File: config.mk
export PLATFORM = sky130hd
export DESIGN_NAME = soc_top
export DESIGN_NICKNAME = d
export VERILOG_FILES = /design/src/verilog/soc_pkg.sv /design/src/verilog/reset_gen.sv /design/src/verilog/soc_top.sv /design/src/verilog/uart_tx.sv /design/src/verilog/wb_regs.sv
export SDC_FILE = /design/constraint.sdc
export NUM_CORES = 1
export LEC_CHECK = 0
export BUFFER_PORTS_ARGS = -buffer_cell sky130_fd_sc_hd__buf_2
export CAP_MARGIN = 30
export CELL_PAD_IN_SITES_DETAIL_PLACEMENT = 1
export CELL_PAD_IN_SITES_GLOBAL_PLACEMENT = 1
export CORE_ASPECT_RATIO = 0.8
export CORE_MARGIN = 10
export CORE_UTILIZATION = 37
export CTS_CLUSTER_DIAMETER = 100
export CTS_CLUSTER_SIZE = 28
export DETAILED_ROUTE_END_ITERATION = 12
export PLACE_DENSITY_LB_ADDON = 0.1
export SYNTH_ARGS = -nofsm -noshare
export SYNTH_HDL_FRONTEND = slang
export SYNTH_SLANG_ARGS = --single-unit
File: constraint.sdc
create_clock -name wb_clk -period 2.4 [get_ports wb_clk]
set_input_delay 0.24 -clock wb_clk [delete_from_list [all_inputs] [get_ports wb_clk]]
set_output_delay 0.24 -clock wb_clk [all_outputs]
set_load 0.02 [all_outputs]
File: src/verilog/soc_pkg.sv
package soc_pkg;

   // ==================================================
   // data bus geometry
   // ==================================================

   // the data bus is 32 bits wide with one select per byte.
   localparam int WB_AW = 32;
   localparam int WB_DW = 32;
   localparam int WB_SW = 4;

   // number of test pins brought out to the board header.
   localparam int GPIO_W = 8;

   // ==================================================
   // reset generator
   // ==================================================

   // width of the reset interval register and of its counter.
   localparam int RSTCNT_W = 12;

   // length of one core reset pulse in wb_clk cycles.
   localparam int RST_STRETCH = 5;

   // ==================================================
   // serial transmitter
   // ==================================================

   // wb_clk cycles per UART bit and the width of the baud counter.
   localparam int CLKS_PER_BIT = 8;
   localparam int BAUD_W = $clog2(CLKS_PER_BIT);

   // register indices, taken from address bits 3 to 2.
   localparam logic [1:0] REG_GPIO = 2'd0;
   localparam logic [1:0] REG_LED  = 2'd1;
   localparam logic [1:0] REG_UART = 2'd2;
   localparam logic [1:0] REG_RSTP = 2'd3;

endpackage

File: src/verilog/reset_gen.sv
`timescale 1ns/1ps

module reset_gen (
   input  logic                         wb_clk,
   input  logic                         i_rst_n,
   input  logic [soc_pkg::RSTCNT_W-1:0] i_period,
   input  logic                         i_period_wr,
   output logic                         o_core_rst
);

   import soc_pkg::*;

   // the low bit of the stretcher drives the core reset.
   logic [RST_STRETCH-1:0] stretch;

   // free running interval counter.
   logic [RSTCNT_W-1:0] cnt;
   logic                period_on;
   logic                wrap;

   assign period_on = (i_period != '0);

   // the counter wraps after interval minus one, which restarts the stretcher.
   // a new interval written this cycle suppresses the event.
   assign wrap = period_on && !i_period_wr && (cnt == i_period - RSTCNT_W'(1));

   // ==================================================
   // interval counter
   // ==================================================

   always_ff @(posedge wb_clk or negedge i_rst_n) begin
      if (!i_rst_n) begin
         cnt <= '0;
      end else if (i_period_wr || !period_on || wrap) begin
         // a write, a zero interval or a wrap all start over from zero.
         cnt <= '0;
      end else begin
         cnt <= cnt + RSTCNT_W'(1);
      end
   end

   // ==================================================
   // reset stretcher
   // ==================================================

   // external reset and every interval event load ones.
   // zeros then shift in from the top, so the pulse lasts RST_STRETCH cycles.
   always_ff @(posedge wb_clk or negedge i_rst_n) begin
      if (!i_rst_n) begin
         stretch <= '1;
      end else if (wrap) begin
         stretch <= '1;
      end else begin
         stretch <= {1'b0, stretch[RST_STRETCH-1:1]};
      end
   end

   // the core reset leaves the chip and is not used by any block here.
   assign o_core_rst = stretch[0];

endmodule

File: src/verilog/soc_top.sv
`timescale 1ns/1ps

module soc_top (
   input  logic                       wb_clk,
   input  logic                       i_rst_n,

   // data bus, mastered by the core outside this block.
   input  logic [soc_pkg::WB_AW-1:0]  i_wb_adr,
   input  logic [soc_pkg::WB_DW-1:0]  i_wb_dat,
   input  logic [soc_pkg::WB_SW-1:0]  i_wb_sel,
   input  logic                       i_wb_we,
   input  logic                       i_wb_cyc,
   output logic [soc_pkg::WB_DW-1:0]  o_wb_rdt,
   output logic                       o_wb_ack,

   output logic                       o_core_rst,
   output logic                       o_led,
   output logic                       o_tx,
   output logic [soc_pkg::GPIO_W-1:0] o_test
);

   import soc_pkg::*;

   // register block to transmitter.
   logic       tx_stb;
   logic [7:0] tx_data;
   logic       tx_busy;

   // register block to reset generator.
   logic [RSTCNT_W-1:0] period;
   logic                period_wr;

   // ==================================================
   // blocks
   // ==================================================

   wb_regs wb_regs_i (
      .wb_clk      (wb_clk),
      .i_rst_n     (i_rst_n),
      .i_wb_adr    (i_wb_adr),
      .i_wb_dat    (i_wb_dat),
      .i_wb_sel    (i_wb_sel),
      .i_wb_we     (i_wb_we),
      .i_wb_cyc    (i_wb_cyc),
      .o_wb_rdt    (o_wb_rdt),
      .o_wb_ack    (o_wb_ack),
      .o_test      (o_test),
      .o_led       (o_led),
      .o_tx_stb    (tx_stb),
      .o_tx_data   (tx_data),
      .i_tx_busy   (tx_busy),
      .o_period    (period),
      .o_period_wr (period_wr)
   );

   uart_tx uart_tx_i (
      .wb_clk    (wb_clk),
      .i_rst_n   (i_rst_n),
      .i_tx_stb  (tx_stb),
      .i_tx_data (tx_data),
      .o_tx      (o_tx),
      .o_busy    (tx_busy)
   );

   reset_gen reset_gen_i (
      .wb_clk      (wb_clk),
      .i_rst_n     (i_rst_n),
      .i_period    (period),
      .i_period_wr (period_wr),
      .o_core_rst  (o_core_rst)
   );

endmodule

File: src/verilog/uart_tx.sv
`timescale 1ns/1ps

module uart_tx (
   input  logic       wb_clk,
   input  logic       i_rst_n,
   input  logic       i_tx_stb,
   input  logic [7:0] i_tx_data,
   output logic       o_tx,
   output logic       o_busy
);

   import soc_pkg::*;

   // frame layout from bit 0 upwards is the start bit, the data LSB first and the stop bit.
   logic [9:0]        shreg;
   logic [BAUD_W-1:0] baud_cnt;
   logic [3:0]        bit_cnt;
   logic              bit_end;

   assign bit_end = (baud_cnt == BAUD_W'(CLKS_PER_BIT - 1));

   // ==================================================
   // frame sequencer
   // ==================================================

   always_ff @(posedge wb_clk or negedge i_rst_n) begin
      if (!i_rst_n) begin
         shreg    <= '1;
         baud_cnt <= '0;
         bit_cnt  <= '0;
         o_busy   <= 1'b0;
      end else if (!o_busy) begin
         // a strobe is only taken when idle; while busy it is dropped.
         if (i_tx_stb) begin
            shreg    <= {1'b1, i_tx_data, 1'b0};
            baud_cnt <= '0;
            bit_cnt  <= '0;
            o_busy   <= 1'b1;
         end
      end else if (bit_end) begin
         baud_cnt <= '0;
         // ones shift in behind the frame so the line returns to idle.
         shreg    <= {1'b1, shreg[9:1]};
         if (bit_cnt == 4'd9) begin
            // the stop bit has just ended.
            o_busy <= 1'b0;
         end else begin
            bit_cnt <= bit_cnt + 4'd1;
         end
      end else begin
         baud_cnt <= baud_cnt + BAUD_W'(1);
      end
   end

   // the line follows the low bit, which rests at one between frames.
   assign o_tx = shreg[0];

endmodule

File: src/verilog/wb_regs.sv
`timescale 1ns/1ps

module wb_regs (
   input  logic                         wb_clk,
   input  logic                         i_rst_n,
   input  logic [soc_pkg::WB_AW-1:0]    i_wb_adr,
   input  logic [soc_pkg::WB_DW-1:0]    i_wb_dat,
   input  logic [soc_pkg::WB_SW-1:0]    i_wb_sel,
   input  logic                         i_wb_we,
   input  logic                         i_wb_cyc,
   output logic [soc_pkg::WB_DW-1:0]    o_wb_rdt,
   output logic                         o_wb_ack,
   output logic [soc_pkg::GPIO_W-1:0]   o_test,
   output logic                         o_led,
   output logic                         o_tx_stb,
   output logic [7:0]                   o_tx_data,
   input  logic                         i_tx_busy,
   output logic [soc_pkg::RSTCNT_W-1:0] o_period,
   output logic                         o_period_wr
);

   import soc_pkg::*;

   logic [1:0]       reg_idx;
   logic             access;
   logic             wr;
   logic [WB_DW-1:0] rdata;

   // only address bits 3 to 2 are decoded, so the map repeats.
   assign reg_idx = i_wb_adr[3:2];

   // an access starts when cyc is seen and no ack is pending.
   // this keeps ack from rising two cycles in a row.
   assign access = i_wb_cyc && !o_wb_ack;
   assign wr     = access && i_wb_we;

   // ==================================================
   // acknowledge and control registers
   // ==================================================

   always_ff @(posedge wb_clk or negedge i_rst_n) begin
      if (!i_rst_n) begin
         o_wb_ack    <= 1'b0;
         o_test      <= '0;
         o_led       <= 1'b0;
         o_period    <= '0;
         o_tx_stb    <= 1'b0;
         o_period_wr <= 1'b0;
      end else begin
         o_wb_ack    <= access;
         // the strobes last a single cycle unless a write sets them again.
         o_tx_stb    <= 1'b0;
         o_period_wr <= 1'b0;

         if (wr) begin
            case (reg_idx)
               REG_GPIO: begin
                  if (i_wb_sel[0]) o_test <= i_wb_dat[GPIO_W-1:0];
               end
               REG_LED: begin
                  if (i_wb_sel[0]) o_led <= i_wb_dat[0];
               end
               REG_UART: begin
                  if (i_wb_sel[0]) o_tx_stb <= 1'b1;
               end
               REG_RSTP: begin
                  if (i_wb_sel[0]) o_period[7:0] <= i_wb_dat[7:0];
                  if (i_wb_sel[1]) o_period[RSTCNT_W-1:8] <= i_wb_dat[RSTCNT_W-1:8];
                  // the reset generator restarts its count on any interval write.
                  if (i_wb_sel[0] || i_wb_sel[1]) o_period_wr <= 1'b1;
               end
               default: begin
               end
            endcase
         end
      end
   end

   // ==================================================
   // payload registers
   // ==================================================

   // the transmit byte is taken together with the strobe.
   always_ff @(posedge wb_clk or negedge i_rst_n) begin
      if (!i_rst_n) begin
         o_tx_data <= '0;
      end else if (wr && reg_idx == REG_UART && i_wb_sel[0]) begin
         o_tx_data <= i_wb_dat[7:0];
      end
   end

   // read data is captured on the access edge and held while ack is high.
   always_ff @(posedge wb_clk or negedge i_rst_n) begin
      if (!i_rst_n) begin
         o_wb_rdt <= '0;
      end else if (access) begin
         o_wb_rdt <= rdata;
      end
   end

   // read multiplexer; bits that a register lacks read as zero.
   always_comb begin
      rdata = '0;
      case (reg_idx)
         REG_GPIO: rdata[GPIO_W-1:0]   = o_test;
         REG_LED:  rdata[0]            = o_led;
         REG_UART: rdata[0]            = i_tx_busy;
         REG_RSTP: rdata[RSTCNT_W-1:0] = o_period;
         default:  rdata = '0;
      endcase
   end

endmodule

==> summary.txt <==
Route
  – DRT iter0 DRCs: 175
  – Routed WL: 11.07 mm
  – DR pass1 iterations: 4
  – # DRC: 0
  – Via count: 3069
  – DR vias/cell: around 5.2
  – Post-route ant nets: 0
  – WL/cell: between 15 and 20 µm

Timing
  – Slew at the pin closest to its max-slew limit: 610.4 ps
  – Fin crit period: 2335 ps
  – Tcrit/Tclk final: 0.9729
  – Fmax: about 0.43 GHz
  – Final hold slack: 138.1 ps
  – Clock Skew: 4.504 ps
  – Final slew viol count: 0
  – Headroom to the max-slew limit: 0.5931
  – Final setup fails: 0
  – Fin. Hold Viols: 0
  – RSZ-0062 raised after global routing: yes
  – Setup TNS: 0 ps

Layout
  – Layout cell share with drive strength beyond 1: 0.3691
  – Post-route insts no fill: 591
  – Diodes inserted: 0
  – Commonest non-fill, non-tap cells in the layout: dfrtp_1 (64), buf_2 (42), nand2_1 (30), buf_4 (30), mux2_2 (29)
  – Most common cell after layout, fill and taps aside: dfrtp_1
  – Nets: ~530
  – P&R area growth vs syn: 20.19%

Logic synthesis
  – Synth Flop Type: dfrtp_1
  – Mapped Area: 4189 µm²
  – FF+latch count, synth: 78
  – Cell variety after synth: 60
  – Syn Area/Cell: 11.08 µm²
  – Register area share after synthesis: 0.4701
  – Number of synthesized flops with an enable pin: 0
  – Mapped Cells: around 380
  – Warnings from Yosys: 0
  – Ys async rst share: 1.000

Clock tree
  – Total CTS buffers: 9
  – Reg clk slew, reported paths: 60 ps
  – Root Buffer: clkbuf_16
  – TritonCTS clock tree: done
  – Skew-Pair Late Insertion Delay: 340 ps
  – CTS max path bufs: 2
  – CTS H-tree depth: 3
  – CTS Sinks: 78

Floorplan
  – Die Wd: 139.0 µm
  – Die H: ~120 µm
  – # IOs: 116
  – # rows: 34
  – Starting Density: 0.3817
  – Core area: 10980 µm²
  – Full die area: 16000 µm²

Critical path
  – Critical-path maximum fanout: 8
  – Crit path to: reset_gen_i.stretch[2]$_DFF_PN1_
  – Crit path launch: wb_regs_i.o_period[1]$_DFFE_PN0P_
  – R2R setup slack: about 65 ps
  – Worst r2r src: wb_regs_i.o_period[1]$_DFFE_PN0P_
  – Worst Reg-to-Reg Cells: 7
  – Slowest stage delay, CP: 450 ps
  – Critical Path RT: 2670 ps
  – CP max-delay cell: o32a_4
  – Endpoint type of the worst setup path: flop
  – Crit-path cells: inv_2, ha_4, or3b_4, or3_1, and4b_4, o32a_4, a31o_1
  – Reg2reg end: reset_gen_i.stretch[2]$_DFF_PN1_
  – Setup crit start kind: flop
  – Crit Path Category: reg2reg
  – CP Data Arrival Time: approximately 2600 ps

Pwr
  – VDD IR max: 0.3343 mV
  – Power per cell area: 993.0 nW/µm²
  – Leakage power: 2.252 nW

Global routing
  – Initial antenna violation count: 0
  – GRT Total Usage: 0.1408
  – Overflow after GRT: 0
  – Global-route wire length before repair: 18.34 mm
  – Largest net degree at the start of global routing: 45
  – Number of global-route vias before repair: 3238

Placement
  – IO buf count: 43
  – Final Wtd Congestion: 0.7352
  – Inst Count DP: 570
  – HPWL after DPL: 7.925 mm

Hold path
  – Hold WC Path Type: in2reg

Outcome
  – Outcome: completed

Flow run
  – Max-cap check violation count: 0
## registers in the layout (all words and copies together), names as in the netlist, 3 cells and up
signal and cells:
reset_gen_i.cnt 12, wb_regs_i.o_period 12, reset_gen_i.stretch 5, uart_tx_i.baud_cnt 3, uart_tx_i.shreg 9, wb_regs_i.o_test 8, uart_tx_i.bit_cnt 4, wb_regs_i.o_wb_rdt 12
wb_regs_i.o_tx_data 8
## worst min path at each step
stage / from / cells after the start / end
4_1_cts: i_wb_dat[11] / 2 / wb_regs_i.o_period[11]$_DFFE_PN0P_
3_3_place_gp: i_rst_n / 1 / reset_gen_i.cnt[11]$_DFF_PN0_
3_5_place_dp: i_rst_n / 1 / wb_regs_i.o_wb_rdt[11]$_DFFE_PN0P_
5_1_grt: i_wb_dat[11] / 2 / wb_regs_i.o_period[11]$_DFFE_PN0P_
2_1_floorplan: i_rst_n / 0 / reset_gen_i.cnt[0]$_DFF_PN0_
6_report: i_wb_dat[11] / 2 / wb_regs_i.o_period[11]$_DFFE_PN0P_
## Yosys cell counts (all sizes together), types with 5 or more instances
cell | n | area (µm²)
mux2 | 29 | 326.6
mux2i | 9 | 90.09
buf | 29 | 234.0
dfstp | 14 | 367.9
a31o | 5 | 43.79
nand2 | 30 | 112.6
a22oi | 7 | 52.55
nor2b | 7 | 43.79
o21ai | 13 | 65.06
inv | 14 | 52.55
nor3 | 7 | 35.03
a211oi | 20 | 205.2
xor2 | 13 | 113.9
ha | 11 | 137.6
a21oi | 13 | 68.82
dfrtp | 64 | 1602
xnor2 | 13 | 113.9
nand3 | 10 | 50.05
clkbuf | 11 | 45.05
nor2 | 9 | 33.78
## logic make-up after synthesis
kind of cell | count (synthesis) | synth area share
adder cells (fa/ha/maj) | 11 | 0.03285
XOR/XNOR | 26 | 0.05436
flip-flops | 78 | 0.4701
buffers and inverters | 56 | 0.08243
other | 1 | 0.0008952
multiplexers | 38 | 0.09946
AND/OR/NAND/NOR | 93 | 0.1198
AO/OA/AOI/OAI | 75 | 0.1401
## critical path: cells and delay by family (launching register included)
family | cells | cell delay (ps)
and+or+nand+nor | 3 | 930
buffers and inverters | 1 | 90
AOI/OAI and AO/OA | 2 | 690
adders and majority gates | 1 | 130
DFF | 1 | 420
## routing by layer
| layer | wire length, µm | vias up | part of all wire | global-route usage |
|---|---|---|---|---|
| li1 | - | 1445 | - | - |
| met4 | 146 | 0 | 0.013 | 0.04580 |
| met3 | 551 | 11 | 0.050 | 0.03914 |
| met2 | 4596 | 69 | 0.42 | 0.1986 |
| met1 | 5781 | 1544 | 0.52 | 0.2023 |
| met5 | 0 | - | 0 | 0 |
## stage by stage
| step | setup slack [ps] | util | area [µm²] | power, W |
|---|---|---|---|---|
| after floorplan | 0.9321 | - | 4273 | 0.002991 |
| after global placement | -55.92 | 0.4188 | 4597 | 0.003354 |
| after detailed placement | -144.3 | 0.4188 | 4597 | 0.003426 |
| after CTS | 13.51 | 0.4558 | 5002 | 0.005026 |
| after global routing | -7.320 | 0.4587 | 5035 | 0.005322 |
| final | 65.12 | 0.4587 | 5035 | 0.004999 |
## cell type report
class / instances / area (µm²)
fillers: 1211 / 5941
multi-input cells: 264 / 2038
inverters: 15 / 56.30
clock buffers: 11 / 242.7
flip-flops and latches: 78 / 1969
clock inverters: 5 / 82.58
repair buffers: 74 / 465.4
well taps: 144 / 180.2
## repair_timing
action,in CTS,in global routing
buffers inserted,2,1
pin swaps,4,17
gates cloned,1,0
hold endpoints to repair,36,0
resized for setup,8,5
setup endpoints to repair,17,17
hold buffers,1,0
## power breakdown
group / internal, W / switching, W
sequential: 0.00164 / 0.000274
combinational: 0.000752 / 0.000842
clock: 0.000940 / 0.000554
Power figures use the tool's default switching activity.
